### src/rtl/io_pkg.sv
package io_pkg;

	// widths that carry a meaning on the core side.
	typedef logic [31:0] xlen_word_t;
	typedef logic [7:0]  uart_byte_t;
	typedef logic [4:0]  io_adr_t;

	// I/O word address map.
	localparam io_adr_t ADR_UART_CTRL = 5'd0; // {rx_valid, tx_ready} in bits 1:0.
	localparam io_adr_t ADR_UART_RX   = 5'd1; // load consumes the byte.
	localparam io_adr_t ADR_UART_TX   = 5'd2;
	localparam io_adr_t ADR_CYCLE_CNT = 5'd4;
	localparam io_adr_t ADR_INSTR_CNT = 5'd5;
	localparam io_adr_t ADR_CNT_CLEAR = 5'd6; // store with any byte enable.

	// bit 1 is rx_valid and bit 0 is tx_ready, matching the control word.
	typedef struct packed {
		logic rx_valid;
		logic tx_ready;
	} uart_status_t;

	// single-cycle byte request toward the transmitter.
	typedef struct packed {
		logic       valid;
		uart_byte_t data;
	} uart_tx_req_t;

endpackage
### src/rtl/io_top.sv
`timescale 1ns/1ps

module io_top #(
	parameter int CPU_CLOCK_FREQ = 50_000_000,
	parameter int BAUD_RATE      = 115_200
) (
	input  logic               clk,
	input  logic               cpu_rst,
	input  logic               io_load,
	input  logic               io_store,
	input  logic [3:0]         wea,
	input  io_pkg::io_adr_t    adr,
	input  io_pkg::xlen_word_t din,
	input  logic               instr_stop,
	input  logic               serial_in,
	output io_pkg::xlen_word_t dout,
	output logic               serial_out
);
	io_pkg::uart_tx_req_t tx_req;
	io_pkg::uart_status_t status;
	io_pkg::uart_byte_t   rx_data;
	io_pkg::xlen_word_t   cycle_cnt;
	io_pkg::xlen_word_t   instr_cnt;
	logic                 tx_ready;
	logic                 rx_valid;
	logic                 rx_consume;
	logic                 cnt_clear;

	assign status = '{rx_valid: rx_valid, tx_ready: tx_ready};

	io_control u_io_control (
		.clk        (clk),
		.cpu_rst    (cpu_rst),
		.io_load    (io_load),
		.io_store   (io_store),
		.wea        (wea),
		.adr        (adr),
		.din        (din),
		.status     (status),
		.rx_data    (rx_data),
		.cycle_cnt  (cycle_cnt),
		.instr_cnt  (instr_cnt),
		.dout       (dout),
		.tx_req     (tx_req),
		.rx_consume (rx_consume),
		.cnt_clear  (cnt_clear)
	);

	uart_tx #(
		.CPU_CLOCK_FREQ (CPU_CLOCK_FREQ),
		.BAUD_RATE      (BAUD_RATE)
	) u_uart_tx (
		.clk        (clk),
		.cpu_rst    (cpu_rst),
		.tx_req     (tx_req),
		.tx_ready   (tx_ready),
		.serial_out (serial_out)
	);

	uart_rx #(
		.CPU_CLOCK_FREQ (CPU_CLOCK_FREQ),
		.BAUD_RATE      (BAUD_RATE)
	) u_uart_rx (
		.clk        (clk),
		.cpu_rst    (cpu_rst),
		.serial_in  (serial_in),
		.rx_consume (rx_consume),
		.rx_valid   (rx_valid),
		.rx_data    (rx_data)
	);

	perf_counters u_perf_counters (
		.clk        (clk),
		.cpu_rst    (cpu_rst),
		.cnt_clear  (cnt_clear),
		.instr_stop (instr_stop),
		.cycle_cnt  (cycle_cnt),
		.instr_cnt  (instr_cnt)
	);

endmodule

### src/rtl/io_control.sv
`timescale 1ns/1ps

module io_control (
	input  logic                 clk,
	input  logic                 cpu_rst,
	input  logic                 io_load,
	input  logic                 io_store,
	input  logic [3:0]           wea,
	input  io_pkg::io_adr_t      adr,
	input  io_pkg::xlen_word_t   din,
	input  io_pkg::uart_status_t status,
	input  io_pkg::uart_byte_t   rx_data,
	input  io_pkg::xlen_word_t   cycle_cnt,
	input  io_pkg::xlen_word_t   instr_cnt,
	output io_pkg::xlen_word_t   dout,
	output io_pkg::uart_tx_req_t tx_req,
	output logic                 rx_consume,
	output logic                 cnt_clear
);
	logic               sel_tx;
	logic               sel_rx;
	logic               sel_clear;
	io_pkg::xlen_word_t ctrl_word;

	assign sel_tx    = (adr == io_pkg::ADR_UART_TX);
	assign sel_rx    = (adr == io_pkg::ADR_UART_RX);
	assign sel_clear = (adr == io_pkg::ADR_CNT_CLEAR);

	assign ctrl_word = {30'd0, status.rx_valid, status.tx_ready};

	// stores while the transmitter is busy are dropped.
	assign tx_req.valid = io_store && sel_tx && status.tx_ready;
	assign tx_req.data  = din[7:0];

	assign rx_consume = io_load && sel_rx && status.rx_valid;
	assign cnt_clear  = io_store && sel_clear && (wea != 4'd0);

	// read mux is registered every cycle, load strobe or not.
	always_ff @(posedge clk) begin
		if (cpu_rst) begin
			dout <= '0;
		end else begin
			case (adr)
				io_pkg::ADR_UART_CTRL: dout <= ctrl_word;
				io_pkg::ADR_UART_RX:   dout <= {24'd0, rx_data};
				io_pkg::ADR_CYCLE_CNT: dout <= cycle_cnt;
				io_pkg::ADR_INSTR_CNT: dout <= instr_cnt;
				default:               dout <= '0; // unmapped and write-only.
			endcase
		end
	end

	// the transmitter must leave ready on the edge that takes the byte.
	a_tx_req_ready: assert property (@(posedge clk) disable iff (cpu_rst)
		tx_req.valid |-> status.tx_ready ##1 !status.tx_ready);

endmodule

### src/rtl/perf_counters.sv
`timescale 1ns/1ps

module perf_counters (
	input  logic               clk,
	input  logic               cpu_rst,
	input  logic               cnt_clear,
	input  logic               instr_stop,
	output io_pkg::xlen_word_t cycle_cnt,
	output io_pkg::xlen_word_t instr_cnt
);
	logic zero_cnt;

	assign zero_cnt = cpu_rst || cnt_clear;

	always_ff @(posedge clk) begin
		if (zero_cnt)
			cycle_cnt <= '0;
		else
			cycle_cnt <= cycle_cnt + 1'b1;
	end

	// a cycle without a stall retires one instruction.
	always_ff @(posedge clk) begin
		if (zero_cnt)
			instr_cnt <= '0;
		else if (!instr_stop)
			instr_cnt <= instr_cnt + 1'b1;
	end

endmodule

### src/rtl/uart_rx.sv
`timescale 1ns/1ps

module uart_rx #(
	parameter int CPU_CLOCK_FREQ = 50_000_000,
	parameter int BAUD_RATE      = 115_200
) (
	input  logic               clk,
	input  logic               cpu_rst,
	input  logic               serial_in,
	input  logic               rx_consume,
	output logic               rx_valid,
	output io_pkg::uart_byte_t rx_data
);
	localparam int CLKS_PER_BIT = CPU_CLOCK_FREQ / BAUD_RATE;
	localparam int CNT_W        = $clog2(CLKS_PER_BIT + 1);

	typedef enum logic [1:0] {
		RX_IDLE,
		RX_START,
		RX_DATA,
		RX_STOP
	} rx_state_t;

	rx_state_t          state;
	logic [2:0]         sync_q; // two sync stages plus one for edge detect.
	logic               serial_s;
	logic               serial_fall;
	logic [CNT_W-1:0]   clk_cnt;
	logic [2:0]         bit_idx;
	io_pkg::uart_byte_t shift_q;
	logic               bit_done;
	logic               half_done;
	logic               frame_ok;

	assign serial_s    = sync_q[1];
	assign serial_fall = sync_q[2] && !sync_q[1];
	assign bit_done    = (clk_cnt == CNT_W'(CLKS_PER_BIT - 1));
	assign half_done   = (clk_cnt == CNT_W'(CLKS_PER_BIT / 2 - 1));
	assign frame_ok    = (state == RX_STOP) && bit_done && serial_s; // low stop bit drops the frame.

	always_ff @(posedge clk) begin
		if (state == RX_DATA && bit_done)
			shift_q <= {serial_s, shift_q[7:1]};
		if (frame_ok)
			rx_data <= shift_q;
	end

	always_ff @(posedge clk) begin
		if (cpu_rst) begin
			sync_q   <= 3'b111;
			state    <= RX_IDLE;
			clk_cnt  <= '0;
			bit_idx  <= '0;
			rx_valid <= 1'b0;
		end else begin
			sync_q  <= {sync_q[1:0], serial_in};
			clk_cnt <= (state == RX_IDLE || bit_done) ? '0 : clk_cnt + 1'b1;
			if (frame_ok)
				rx_valid <= 1'b1; // overrun simply replaces the byte.
			else if (rx_consume)
				rx_valid <= 1'b0;
			case (state)
				RX_IDLE: begin
					if (serial_fall)
						state <= RX_START;
				end
				RX_START: begin
					if (half_done) begin
						clk_cnt <= '0; // realign to mid-bit.
						bit_idx <= '0;
						state   <= serial_s ? RX_IDLE : RX_DATA;
					end
				end
				RX_DATA: begin
					if (bit_done) begin
						bit_idx <= bit_idx + 1'b1;
						if (bit_idx == 3'd7)
							state <= RX_STOP;
					end
				end
				default: begin
					if (bit_done)
						state <= RX_IDLE;
				end
			endcase
		end
	end

	a_consume_valid: assert property (@(posedge clk) disable iff (cpu_rst)
		rx_consume |-> rx_valid);

endmodule

### src/rtl/uart_tx.sv
`timescale 1ns/1ps

module uart_tx #(
	parameter int CPU_CLOCK_FREQ = 50_000_000,
	parameter int BAUD_RATE      = 115_200
) (
	input  logic                 clk,
	input  logic                 cpu_rst,
	input  io_pkg::uart_tx_req_t tx_req,
	output logic                 tx_ready,
	output logic                 serial_out
);
	localparam int CLKS_PER_BIT = CPU_CLOCK_FREQ / BAUD_RATE;
	localparam int CNT_W        = $clog2(CLKS_PER_BIT + 1);

	typedef enum logic [1:0] {
		TX_IDLE,
		TX_START,
		TX_DATA,
		TX_STOP
	} tx_state_t;

	tx_state_t          state;
	logic [CNT_W-1:0]   clk_cnt;
	logic [2:0]         bit_idx;
	io_pkg::uart_byte_t shift_q;
	logic               bit_done;
	logic               frame_start;
	logic               shift_step;

	assign bit_done    = (clk_cnt == CNT_W'(CLKS_PER_BIT - 1));
	assign frame_start = (state == TX_IDLE) && tx_req.valid;
	assign shift_step  = bit_done && ((state == TX_START) || (state == TX_DATA));
	assign tx_ready    = (state == TX_IDLE);

	always_ff @(posedge clk) begin
		if (frame_start)
			shift_q <= tx_req.data;
		else if (shift_step)
			shift_q <= shift_q >> 1; // LSB goes out first.
	end

	always_ff @(posedge clk) begin
		if (cpu_rst) begin
			state      <= TX_IDLE;
			clk_cnt    <= '0;
			bit_idx    <= '0;
			serial_out <= 1'b1; // line idles high.
		end else begin
			clk_cnt <= (state == TX_IDLE || bit_done) ? '0 : clk_cnt + 1'b1;
			case (state)
				TX_IDLE: begin
					if (tx_req.valid) begin
						state      <= TX_START;
						serial_out <= 1'b0; // start bit.
					end
				end
				TX_START: begin
					if (bit_done) begin
						state      <= TX_DATA;
						bit_idx    <= '0;
						serial_out <= shift_q[0];
					end
				end
				TX_DATA: begin
					if (bit_done) begin
						if (bit_idx == 3'd7) begin
							state      <= TX_STOP;
							serial_out <= 1'b1; // stop bit.
						end else begin
							bit_idx    <= bit_idx + 1'b1;
							serial_out <= shift_q[0];
						end
					end
				end
				default: begin
					if (bit_done)
						state <= TX_IDLE;
				end
			endcase
		end
	end

	a_idle_line_high: assert property (@(posedge clk) disable iff (cpu_rst)
		state == TX_IDLE |-> serial_out);

endmodule

### config.mk
export PLATFORM = sky130hd
export DESIGN_NAME = io_top
export DESIGN_NICKNAME = d
export VERILOG_FILES = /design/src/rtl/io_pkg.sv /design/src/rtl/io_top.sv /design/src/rtl/io_control.sv /design/src/rtl/perf_counters.sv /design/src/rtl/uart_rx.sv /design/src/rtl/uart_tx.sv
export SDC_FILE = /design/constraint.sdc
export NUM_CORES = 1
export LEC_CHECK = 0
export BUFFER_PORTS_ARGS = -buffer_cell sky130_fd_sc_hd__buf_4
export CAP_MARGIN = 0
export CORE_AREA = 2 2 79 157
export CTS_CLUSTER_SIZE = 30
export DETAILED_ROUTE_END_ITERATION = 8
export DIE_AREA = 0 0 81 159
export PLACE_DENSITY = 0.78
export SETUP_SLACK_MARGIN = 0.1
export SYNTH_ARGS = -nofsm -noshare
export SYNTH_HDL_FRONTEND = slang
export SYNTH_SLANG_ARGS = --single-unit
export TNS_END_PERCENT = 100
### constraint.sdc
create_clock -name clk -period 2.15 [get_ports clk]
set_input_delay 0.215 -clock clk [delete_from_list [all_inputs] [get_ports clk]]
set_output_delay 0.215 -clock clk [all_outputs]
set_load 0.03 [all_outputs]
# Word-level counts from Yosys, hierarchy flattened
# Cells that the tools add are included.
[totals]
register_bits = 153
[classes]
n_addsub = 6
eq_ne = 24
n_mux = 33
n_reduce_logical = 34
[ops]
columns = ["operator", "count"]
rows = [
  ["$pmux W32 S4", 1],
  ["$add A32 B1 Y32 const B", 2],
  ["$mux W9", 3],
  ["$mux W2", 11],
  ["$add A9 B1 Y9 const B", 2],
  ["$eq A9 B9 Y1 const B", 2],
  ["$mux W8", 2],
  ["$eq A5 B3 Y1 const B", 3],
  ["$mux W3", 5],
  ["$logic_and A1 B1 Y1", 12],
  ["$ne A2 B1 Y1 const B", 6],
  ["$pmux W2 S3", 2],
  ["$pmux W3 S2", 2],
  ["$reduce_and A5 Y1", 2],
  ["$reduce_bool A2 Y1", 5],
  ["$eq A9 B8 Y1 const B", 1],
  ["$reduce_and A4 Y1", 2],
  ["$add A3 B1 Y3 const B", 2],
  ["$eq A2 B2 Y1 const B", 3],
  ["$eq A3 B3 Y1 const B", 2],
  ["$mux W1", 6],
  ["$ne A2 B2 Y1 const B", 3],
  ["$reduce_bool A3 Y1", 2],
  ["$eq A5 B1 Y1 const B", 1],
  ["other kinds (10)", 15],
]

# Logic depth before layout (Yosys ltp)
# Gate-level depths: netlist (run 1).
[logic_depth]
ltp_word = 5
ltp_mapped = 7
mapped_depth_nobuf = 6

# Cells and area by module
# From an unflattened synthesis (run 1), not the netlist that was laid out.
[hier_totals]
cells_unflattened = 712
area_unflattened_um2 = 7055.5
[by_module_without_submodules]
columns = ["mod", "n_inst", "cells_per_inst", "area_per_inst_um2"]
rows = [
  ["perf_counters", 1, 353, 3035.4],
  ["io_control", 1, 136, 1421.4],
  ["uart_rx", 1, 110, 1417.6],
  ["uart_tx", 1, 113, 1181.1],
]

# Worst setup path after synthesis (run 1)
# Ideal clock, no wire load.
[synth_timing]
path_kind = "reg-to-reg"
startpoint = "register u_perf_counters.cycle_cnt[3]"
endpoint = "register u_perf_counters.cycle_cnt[21]"
setup_ps = 70
arrival_time_ps = 1831
slack_ps = 249
path_stages_with_launch = 6
path_buffers = 1
period_less_slack_ps = 1901
cell_sequence = "dfxtp_1 nand4_4 or4_1 buf_2 or4_1 a21oi_1"
[synth_via]
elab_chain_len = 1
[synth_lines]
columns = ["element", "line_no", "source"]
rows = [
  ["from (decl)", "perf_counters.sv:8", "output io_pkg::xlen_word_t cycle_cnt,"],
  ["from (signal assigned)", "perf_counters.sv:19", "cycle_cnt <= cycle_cnt + 1'b1;"],
  ["$add A32 B1 Y32", "perf_counters.sv:19", ""],
]
# Every way passes these cells.
# A chain may end at the register's enable or synchronous reset.

# Worst setup path after layout (run 1)
[layout_timing]
startpoint = "register u_perf_counters.cycle_cnt[1]"
endpoint = "register u_perf_counters.cycle_cnt[28]"
# Same word-level chain as after synthesis.

==> impl_metrics.yaml, run 1 <==
grt:
  track_usage: 0.259
  overflow: 0
  grt_pass1_vias: 5705
  grt_max_degree: 47
  grt_antenna_before_repair: 0
  grt_first_pass_wirelength_um: 26100
timing:
  rsz0062_at_grt: "true"
  hold_violations: 0
  fin_tns_setup_ns: 0
  fmax_mhz: 503
  finalSetupViolCount: 0
  period_share: 0.925
  fin_skew_ns: 0.00841
  period_needed_ns: 1.99
  max_slew_margin: 0.665
  finalMaxSlewViolations: 0
  tightest_slew_ns: 0.501
cells_and_area:
  layout.nets: 836
  final.fill_count: 884
  insertedDiodeCount: 0
  area_delta_synth_final_pct: 21.6
  multiInputGateArea_mm2: 0.00317
  drive_gt1_frac: 0.211
  final_core_util: 0.695
  regArea_mm2: 0.00332
worst_setup_path:
  regToRegStartpoint: "u_perf_counters.cycle_cnt[1]"
  r2r-end: "u_perf_counters.cycle_cnt[28]"
  crit_required_ns: 2.50
  cp-start-kind: "flop"
  cp.arrival_ns: 2.33
  cp_max_fo: 19
  end_kind: "flop"
  worst-setup-path-type: "reg -> reg"
  rrSetupSlack_ns: 0.16
  r2r_cells: 6
clock_tree:
  tritoncts.num_buffers: 17
  tritoncts: "done"
  clk_latency_ns: 0.42
  clock_path_buffers: 2
  cts-root-buf: "clkbuf_16"
  cts.htree.levels: 4
  clock-sinks: 153
  path_clk_slew_ns: 0.06
power_and_ir_drop:
  leakage_uw: 0.00277
  switching_share: 0.222
  power_frac_clock: 0.462
  p_per_area_mw_per_mm2: 777
  netSwitchingPower_uw: 1390
  seq_power_share: 0.473
  pwr-share-comb: 0.066
  ir_drop_mv: 0.681
  p_int_uw: 4880
yosys:
  synth_top_family_by_area: "simple AND/OR/NAND/NOR gates"
  synth_commonest_cells: "129 x dfxtp_1, 90 x nor2_1, 45 x a21oi_1, 34 x nand2_1"
  synth_simple_gate_area_share: 0.229
  yosys-top-cells-area: "dfxtp_1 39%, edfxtp_1 11%, nor2_1 5.1%"
  yosys.area_share.adder: 0.0358
  synthCells: 696
  synth_xor_area_frac: 0.0488
  yosysTopAreaCellShare: 0.389
  seq_area_frac_synth: 0.497
  synth_edf_count: 24
  syn_area_mm2: 0.00665
  synth.distinct_cells: 53
  ys.flop_type: "dfxtp_1"
  synth_compound_area_frac: 0.137
  synthArstFlopShare: 0
  syn_area_per_cell_um2: 9.55
  synth_top_cell_by_area: "dfxtp_1"
  syn_nets: 762
  synth.area.mux_share: 0.0179
  synth.most_common_cell: "dfxtp_1"
  ys_ff_latch: 153
  yosys_warnings: 0
placed_design:
  gp_congestion: 0.846
  io_buffers: 55
  dp_hpwl_um: 11200
flow_run:
  maxCapViolations: 0
floorplan:
  initial_core_util: 0.571
  die_h_um: 159
  fp.coreArea_mm2: 0.0116
  rows: 56
  dieArea_mm2: 0.0129
  io_pins: 80
  die_w_um: 81
detailed_routing:
  first_pass_iters: 5
  drc_errors: 0
  wl_um: 16000
  antenna_left: 0
  drt_iter0_markers: 418
  dr_total_vias: 5662
  routedWlPerCell_um: 17.3
  viasPerCell: 6.11
hold_path:
  whs_endpoint: "u_uart_tx.shift_q[7]"
  hold_depth: 2
  hp-start: "din[7]"
  hold_path.class: "in -> reg"
run_status:
  status: "finished clean"
cells by family after synthesis:
group / Yosys count
flip-flops: 153
adder cells (fa/ha/maj): 19
AND/OR/NAND/NOR: 279
buffers and inverters: 59
multiplexers: 11
AO/OA/AOI/OAI: 138
XOR/XNOR: 37
critical path: stages, from the launching register on:
cell,delay [ns]
dfxtp_1,0.36
ha_2,0.22
nand2_1,0.07
or4_1,0.49
buf_6,0.18
or4_1,0.44
a21oi_2,0.15
per-layer routing:
metal	part of all wire	wire (µm)	track usage
met1	0.34	5440	0.245
met4	0.043	682	0.139
met5	0	0	0
met2	0.58	9340	0.489
met3	0.036	573	0.0544
worst max path at each step:
stage                             startpoint                            end
3_3_place_gp   u_perf_counters.cycle_cnt[16]  u_perf_counters.cycle_cnt[27]
6_report        u_perf_counters.cycle_cnt[1]  u_perf_counters.cycle_cnt[28]
4_1_cts         u_perf_counters.cycle_cnt[4]  u_perf_counters.cycle_cnt[21]
5_1_grt                 u_uart_rx.clk_cnt[1]           u_uart_rx.bit_idx[1]
2_1_floorplan   u_perf_counters.cycle_cnt[3]  u_perf_counters.cycle_cnt[21]
3_5_place_dp   u_perf_counters.cycle_cnt[16]  u_perf_counters.cycle_cnt[28]
power by group through the flow:
stage	registers, µW	logic [µW]	clock network [µW]
floorplan	3030	243	0
global placement	3030	362	0
detailed placement	3030	383	0
CTS	2970	402	2930
global route	2970	452	3040
finish	2970	413	2900
stage by stage:
step | area (µm²) | cells | total power [µW] | hold slack (ns) | setup WS (ns)
2_1_floorplan | 6650 | 696 | 3270 | 0.319 | 0.249
3_3_place_gp | 7410 | 894 | 3390 | 0.394 | 0.119
3_5_place_dp | 7410 | 894 | 3410 | 0.401 | 0.0851
4_1_cts | 8010 | 927 | 6300 | 0.0718 | 0.100
5_1_grt | 8080 | 927 | 6460 | 0.0735 | 0.0890
6_report | 8080 | 927 | 6280 | 0.0798 | 0.162
cell usage in the layout, fill, tap and decap left out, drive strengths merged, types with 4 or more instances in the layout:
cell      n
and3      5
nor2     90
buf      91
mux2      7
edfxtp   24
nor4      5
o21ai    16
nand3    31
nor3      7
a21oi    45
or3      13
o31ai    28
nand2    34
ha       19
nand4b    5
mux2i     4
a22oi    24
nand4    16
xor2     13
nand2b    4
or4      30
nor2b     4
xnor2    24
and4      8
or2       8
clkbuf   22
o21a      4
inv      23
dfxtp   129
clkinv    5
a222oi    6
state kept, by name, indices dropped and copies added (netlist names):
| register | count |
|---|---|
| u_perf_counters.cycle_cnt | 32 |
| u_io_control.dout | 32 |
| u_uart_rx.sync_q | 3 |
| u_uart_rx.state | 2 |
| u_uart_tx.state | 2 |
| u_uart_tx.bit_idx | 3 |
| u_perf_counters.instr_cnt | 32 |
| u_uart_rx.shift_q | 8 |
| u_uart_tx.shift_q | 8 |
| u_uart_tx.serial_out | 1 |
| u_uart_rx.rx_data | 8 |
| u_uart_rx.clk_cnt | 9 |
| u_uart_rx.bit_idx | 3 |
| u_uart_tx.clk_cnt | 9 |
| u_uart_rx.rx_valid | 1 |
area by class of cell:
| cell class | count | share of cell area |
|---|---|---|
| timing repair buffer | 92 | 0.0929 |
| clock buffer | 22 | 0.0587 |
| clock inverter | 9 | 0.0122 |
| multi-input combinational | 484 | 0.392 |
| tap | 145 | 0.0225 |
| sequential | 153 | 0.411 |
| inverter | 22 | 0.0102 |
timing repair:
| action | CTS | global route |
|---|---|---|
| hold buffers | 1 | 0 |
| resized for setup | 2 | 27 |
| pin swaps | 1 | 4 |
| hold endpoints to repair | 1 | 0 |
| buffers inserted | 1 | 0 |
| endpoints found under the setup margin | 6 | 23 |
| cloned | 0 | 0 |
Power figures use the tool's default switching activity.
==> run 2: changes to the inputs <==
CORE_AREA = 2 2 127 98   (was 2 2 79 157)
DIE_AREA = 0 0 129 100   (was 0 0 81 159)
PLACE_DENSITY = 0.79   (was 0.78)
==> run 2 against run 1 <==
Core utilization is 1.2 points lower. Highest routed layer unchanged. Global-route usage is 1.0 points lower. Combinational power is 5.8% lower. Die area is 0.16% higher. Largest cell class unchanged.
==> impl_metrics.yaml, run 2 (same netlist as run 1, synthesis figures left out) <==
run_status:
  status: "finished clean"
timing:
  finalMaxSlewViolations: 0
  hold_violations: 0
  whs_ns: 0.0685
  max_slew_margin: 0.591
  period_share: 0.944
  finalSetupViolCount: 0
  period_needed_ns: 2.03
  tightest_slew_ns: 0.612
  rsz0062_at_grt: "true"
  worst_slack_ns: 0.119
  fmax_mhz: 492
  fin_tns_setup_ns: 0
  fin_skew_ns: 0.00695
detailed_routing:
  first_pass_iters: 5
  drt_iter0_markers: 432
  wl_um: 15500
  routedWlPerCell_um: 16.4
  antenna_left: 0
  drc_errors: 0
  viasPerCell: 5.92
  dr_total_vias: 5608
power_and_ir_drop:
  power_frac_clock: 0.478
  leakage_uw: 0.00277
  seq_power_share: 0.462
  p_per_area_mw_per_mm2: 794
  switching_share: 0.218
  netSwitchingPower_uw: 1400
  pwr-share-comb: 0.060
  p_int_uw: 5030
  ir_drop_mv: 0.649
worst_setup_path:
  r2r_cells: 6
  r2r-end: "u_perf_counters.instr_cnt[28]"
  cp-start-kind: "flop"
  crit_required_ns: 2.50
  cp.arrival_ns: 2.38
  rrSetupSlack_ns: 0.12
  end_kind: "flop"
  worstSetupStartpoint: "u_perf_counters.instr_cnt[1]"
  regToRegStartpoint: "u_perf_counters.instr_cnt[1]"
  worst-setup-path-type: "reg -> reg"
  cp_max_fo: 19
cells_and_area:
  largestRegisters: "u_io_control.dout (32), u_perf_counters.cycle_cnt (32), u_perf_counters.instr_cnt (32)"
  area_delta_synth_final_pct: 21.9
  final_cell_mix: "118 x dfxtp_1, 90 x nor2_1, 85 x buf_4, 42 x a21oi_1, 33 x nand2_1"
  insertedDiodeCount: 0
  final.fill_count: 866
  drive_gt1_frac: 0.205
  layout.nets: 835
  layout_commonest_cell: "dfxtp_1"
hold_path:
  hp-start: "din[7]"
  hold_path.class: "in -> reg"
  hold_depth: 2
  whs_endpoint: "u_uart_tx.shift_q[7]"
clock_tree:
  cts.htree.levels: 4
  cts-root-buf: "clkbuf_16"
  tritoncts.num_buffers: 17
  path_clk_slew_ns: 0.06
  clock-sinks: 153
  clk_latency_ns: 0.42
  tritoncts: "done"
  clock_path_buffers: 2
flow_run:
  maxCapViolations: 0
floorplan:
  die_h_um: 100
  die_w_um: 129
  io_pins: 80
  fp.coreArea_mm2: 0.0119
  initial_core_util: 0.560
  dieArea_mm2: 0.0129
  rows: 35
grt:
  grt_antenna_before_repair: 0
  grt_max_degree: 62
  track_usage: 0.248
  grt_pass1_vias: 5436
  grt_first_pass_wirelength_um: 25400
  overflow: 0
placed_design:
  dpl_worst_slack_ns: 0.0734
  gp_congestion: 0.824
  dp_hpwl_um: 10200
  io_buffers: 55
-- run 2: how the worst max path moves through the flow --
| stage | endpoint | slack [ns] | depth (start not counted) |
|---|---|---|---|
| finish | u_perf_counters.instr_cnt[28] | 0.12 | 6 |
| global route | u_perf_counters.cycle_cnt[26] | 0.08 | 5 |
| CTS | u_uart_rx.bit_idx[1] | 0.1 | 6 |
| detailed placement | u_uart_rx.state[1] | 0.07 | 6 |
| global placement | u_perf_counters.instr_cnt[22] | 0.16 | 6 |
| floorplan | u_perf_counters.cycle_cnt[21] | 0.25 | 5 |
-- run 2: power groups by stage --
stage          Sequential (µW)  Combinational (µW)  Clock (µW)
2_1_floorplan             3030                 243           0
3_3_place_gp              3030                 351           0
3_5_place_dp              3030                 371           0
4_1_cts                   2970                 375        3100
5_1_grt                   2970                 430        3240
6_report                  2970                 389        3080
-- run 2: timing repair --
action | in CTS | in global routing
setup buffers | 0 | 4
hold endpoints to repair | 1 | 0
setup endpoints to repair | 8 | 27
resized for setup | 6 | 22
hold buffers | 1 | 0
pin swaps | 1 | 7
-- run 2: final cells by class --
| type | instances | area (µm²) | share of cell area |
|---|---|---|---|
| sequential | 153 | 3320 | 0.409 |
| multi-input combinational | 484 | 3170 | 0.391 |
| timing repair buffer | 91 | 713 | 0.0880 |
| clock buffer | 26 | 532 | 0.0656 |
| tap | 166 | 208 | 0.0256 |
| clock inverter | 5 | 82.6 | 0.0102 |
| inverter | 22 | 82.6 | 0.0102 |
-- run 2: layer usage --
layer / track usage / vias up / part of all wire
li1: - / 2698 / -
met1: 0.315 / 2692 / 0.44
met2: 0.413 / 191 / 0.49
met3: 0.0688 / 27 / 0.056
met4: 0.0828 / 0 / 0.016
met5: 0 / - / 0
-- run 2: per-stage QoR --
stage | total power, µW | cells | area [µm²] | util
6_report | 6440 | 947 | 8100 | 0.683
5_1_grt | 6640 | 947 | 8100 | 0.683
4_1_cts | 6450 | 943 | 8000 | 0.674
3_5_place_dp | 3400 | 911 | 7370 | 0.621
3_3_place_gp | 3380 | 911 | 7370 | 0.621
2_1_floorplan | 3270 | 696 | 6650 | -
-- run 2: critical path, cell delays in order (launching register included) --
cell and delay (ns):
dfxtp_2 0.36, ha_1 0.19, nand4b_1 0.16, or4_4 0.45
buf_6 0.17, or4_1 0.47, a21oi_1 0.17
==> run 3: changes to the inputs <==
BUFFER_PORTS_ARGS = unset   (was -buffer_cell sky130_fd_sc_hd__buf_4)
CORE_AREA = 2 2 125 97   (was 2 2 127 98)
DIE_AREA = 0 0 127 99   (was 0 0 129 100)
DONT_BUFFER_PORTS = 1   (was unset)
PLACE_DENSITY = 0.74   (was 0.79)
==> run 3 against run 2 <==
Core utilization grew 0.82 points. Clock-buffer cell count shrank 8. Worst hold slack lost 0.058 ns. Global-route usage shrank 0.38 points. Non-clock buffer count shrank 44. Clock power shrank 2%. Via count shrank 2.4%. Critical path type unchanged.
==> impl_metrics.yaml, run 3 (same netlist as run 1, synthesis figures left out) <==
power_and_ir_drop:
  pwr-share-comb: 0.057
  power_frac_clock: 0.475
  leakage_uw: 0.00254
  ir_drop_mv: 0.552
  p_int_uw: 4910
  netSwitchingPower_uw: 1460
  seq_power_share: 0.468
  p_per_area_mw_per_mm2: 814
  switching_share: 0.229
grt:
  grt_pass1_vias: 5148
  track_usage: 0.244
  overflow: 0
  met2_usage: 0.394
  top_usage_layer: "met2"
  met1_usage: 0.320
  grt_antenna_before_repair: 0
  met3_usage: 0.0548
  grt_first_pass_wirelength_um: 24400
  grt_max_degree: 32
clock_tree:
  cts.htree.levels: 4
  clock_path_buffers: 2
  clk_latency_ns: 0.42
  tritoncts.num_buffers: 17
  cts-root-buf: "clkbuf_16"
  clock-sinks: 153
  path_clk_slew_ns: 0.06
  tritoncts: "done"
hold_path:
  hp-start: "din[0]"
  hold_path.class: "in -> reg"
  hold_depth: 1
  whs_endpoint: "u_uart_tx.shift_q[0]"
placed_design:
  io_buffers: 0
  place_inst: 832
  dpl_worst_slack_ns: 0.0166
  gp_congestion: 0.871
  placed_area_mm2: 0.00693
  dp_hpwl_um: 9940
floorplan:
  die_w_um: 127
  die_h_um: 99
  initial_core_util: 0.587
  dieArea_mm2: 0.0126
  rows: 34
  io_pins: 80
  fp.coreArea_mm2: 0.0113
timing:
  fin_tns_setup_ns: 0
  period_needed_ns: 2.04
  period_share: 0.948
  fin_skew_ns: 0.00760
  worst_slack_ns: 0.111
  max_slew_margin: 0.607
  tightest_slew_ns: 0.588
  fmax_mhz: 491
  hold_violations: 0
  rsz0062_at_grt: "true"
  finalSetupViolCount: 0
  finalMaxSlewViolations: 0
cells_and_area:
  area_delta_synth_final_pct: 17.6
  drive_gt1_frac: 0.172
  final_core_util: 0.691
  final_area_mm2: 0.00782
  layout_commonest_cell: "dfxtp_1"
  layout.nets: 791
  final_cell_mix: "114 x dfxtp_1, 90 x nor2_1, 38 x a21oi_1, 34 x buf_4, 32 x nand2_1"
  finalNonFillerCells: 882
  largestRegisters: "u_io_control.dout (32), u_perf_counters.cycle_cnt (32), u_perf_counters.instr_cnt (32)"
  insertedDiodeCount: 0
worst_setup_path:
  crit_required_ns: 2.50
  cp.arrival_ns: 2.39
  end_kind: "flop"
  rrSetupSlack_ns: 0.11
  r2r_cells: 6
  r2r-end: "u_uart_rx.bit_idx[1]"
  cp_max_fo: 4
  regToRegStartpoint: "u_uart_rx.clk_cnt[1]"
  cp-start-kind: "flop"
  worst-setup-path-type: "reg -> reg"
detailed_routing:
  drt_iter0_markers: 417
  first_pass_iters: 5
  drc_errors: 0
  routedWlPerCell_um: 17.6
  viasPerCell: 6.21
  dr_total_vias: 5474
  antenna_left: 0
  wl_um: 15500
run_status:
  status: "finished clean"
flow_run:
  maxCapViolations: 0
-- run 3: cell count changes in the layout (fill, tap and decap cells not counted), moves of 4 or more --
| cell | before | now |
|---|---|---|
| dlygate4sd3_1 | 1 | 6 |
| clkinv_4 | 0 | 5 |
| a21oi_2 | 3 | 7 |
| a21oi_1 | 42 | 38 |
| buf_4 | 85 | 34 |
| dfxtp_1 | 118 | 114 |
-- run 3: timing repair --
action	4_1_cts	5_1_grt
hold buffers	3	3
gates resized for setup	9	33
gates cloned	0	1
setup endpoints to repair	15	28
endpoints found under the hold margin	15	3
pin swaps	3	9
buffers inserted	2	9
-- run 3: power by group through the flow --
stage / Sequential (µW) / Clock [µW] / Combinational (µW)
CTS: 2980 / 3060 / 338
global route: 2980 / 3190 / 399
finish: 2980 / 3030 / 361
detailed placement: 3040 / 0 / 319
floorplan: 3030 / 0 / 243
global placement: 3040 / 0 / 298
-- run 3: how the worst max path moves through the flow --
| stage | start | end | cells after the start |
|---|---|---|---|
| final | u_uart_rx.clk_cnt[1] | u_uart_rx.bit_idx[1] | 6 |
| after global routing | u_perf_counters.cycle_cnt[17] | u_perf_counters.cycle_cnt[27] | 5 |
| after floorplan | u_perf_counters.cycle_cnt[3] | u_perf_counters.cycle_cnt[21] | 5 |
| after global placement | u_perf_counters.cycle_cnt[17] | u_perf_counters.cycle_cnt[28] | 5 |
| after detailed placement | u_perf_counters.cycle_cnt[17] | u_perf_counters.cycle_cnt[29] | 5 |
| after CTS | u_uart_rx.clk_cnt[1] | u_uart_rx.state[1] | 6 |
-- run 3: area by class of cell --
class | count | area (µm²)
clock buffers | 18 | 429
clock inverters | 14 | 174
fillers | 872 | 3500
inverters | 22 | 82.6
multi-input cells | 484 | 3200
flip-flops and latches | 153 | 3330
well taps | 144 | 180
repair buffers | 47 | 425
-- run 3: routing by layer --
| metal | wire length [µm] | vias to the layer above |
|---|---|---|
| li1 | - | 2612 |
| met4 | 296 | 0 |
| met1 | 6800 | 2633 |
| met5 | 0 | - |
| met2 | 7370 | 201 |
| met3 | 1060 | 28 |
-- run 3: critical path, cell delays in order (launching register included) --
cell and delay (ns):
dfxtp_2 0.34, inv_1 0.09, ha_2 0.19, or4bb_4 0.48
o21a_4 0.25, or4_4 0.48, a21oi_2 0.14
-- run 3: through the flow --
stage | total power [µW] | hold slack (ns)
2_1_floorplan | 3270 | 0.319
3_3_place_gp | 3330 | 0.289
3_5_place_dp | 3360 | 0.289
4_1_cts | 6380 | 0.000505
5_1_grt | 6570 | 0.00196
6_report | 6370 | 0.0109
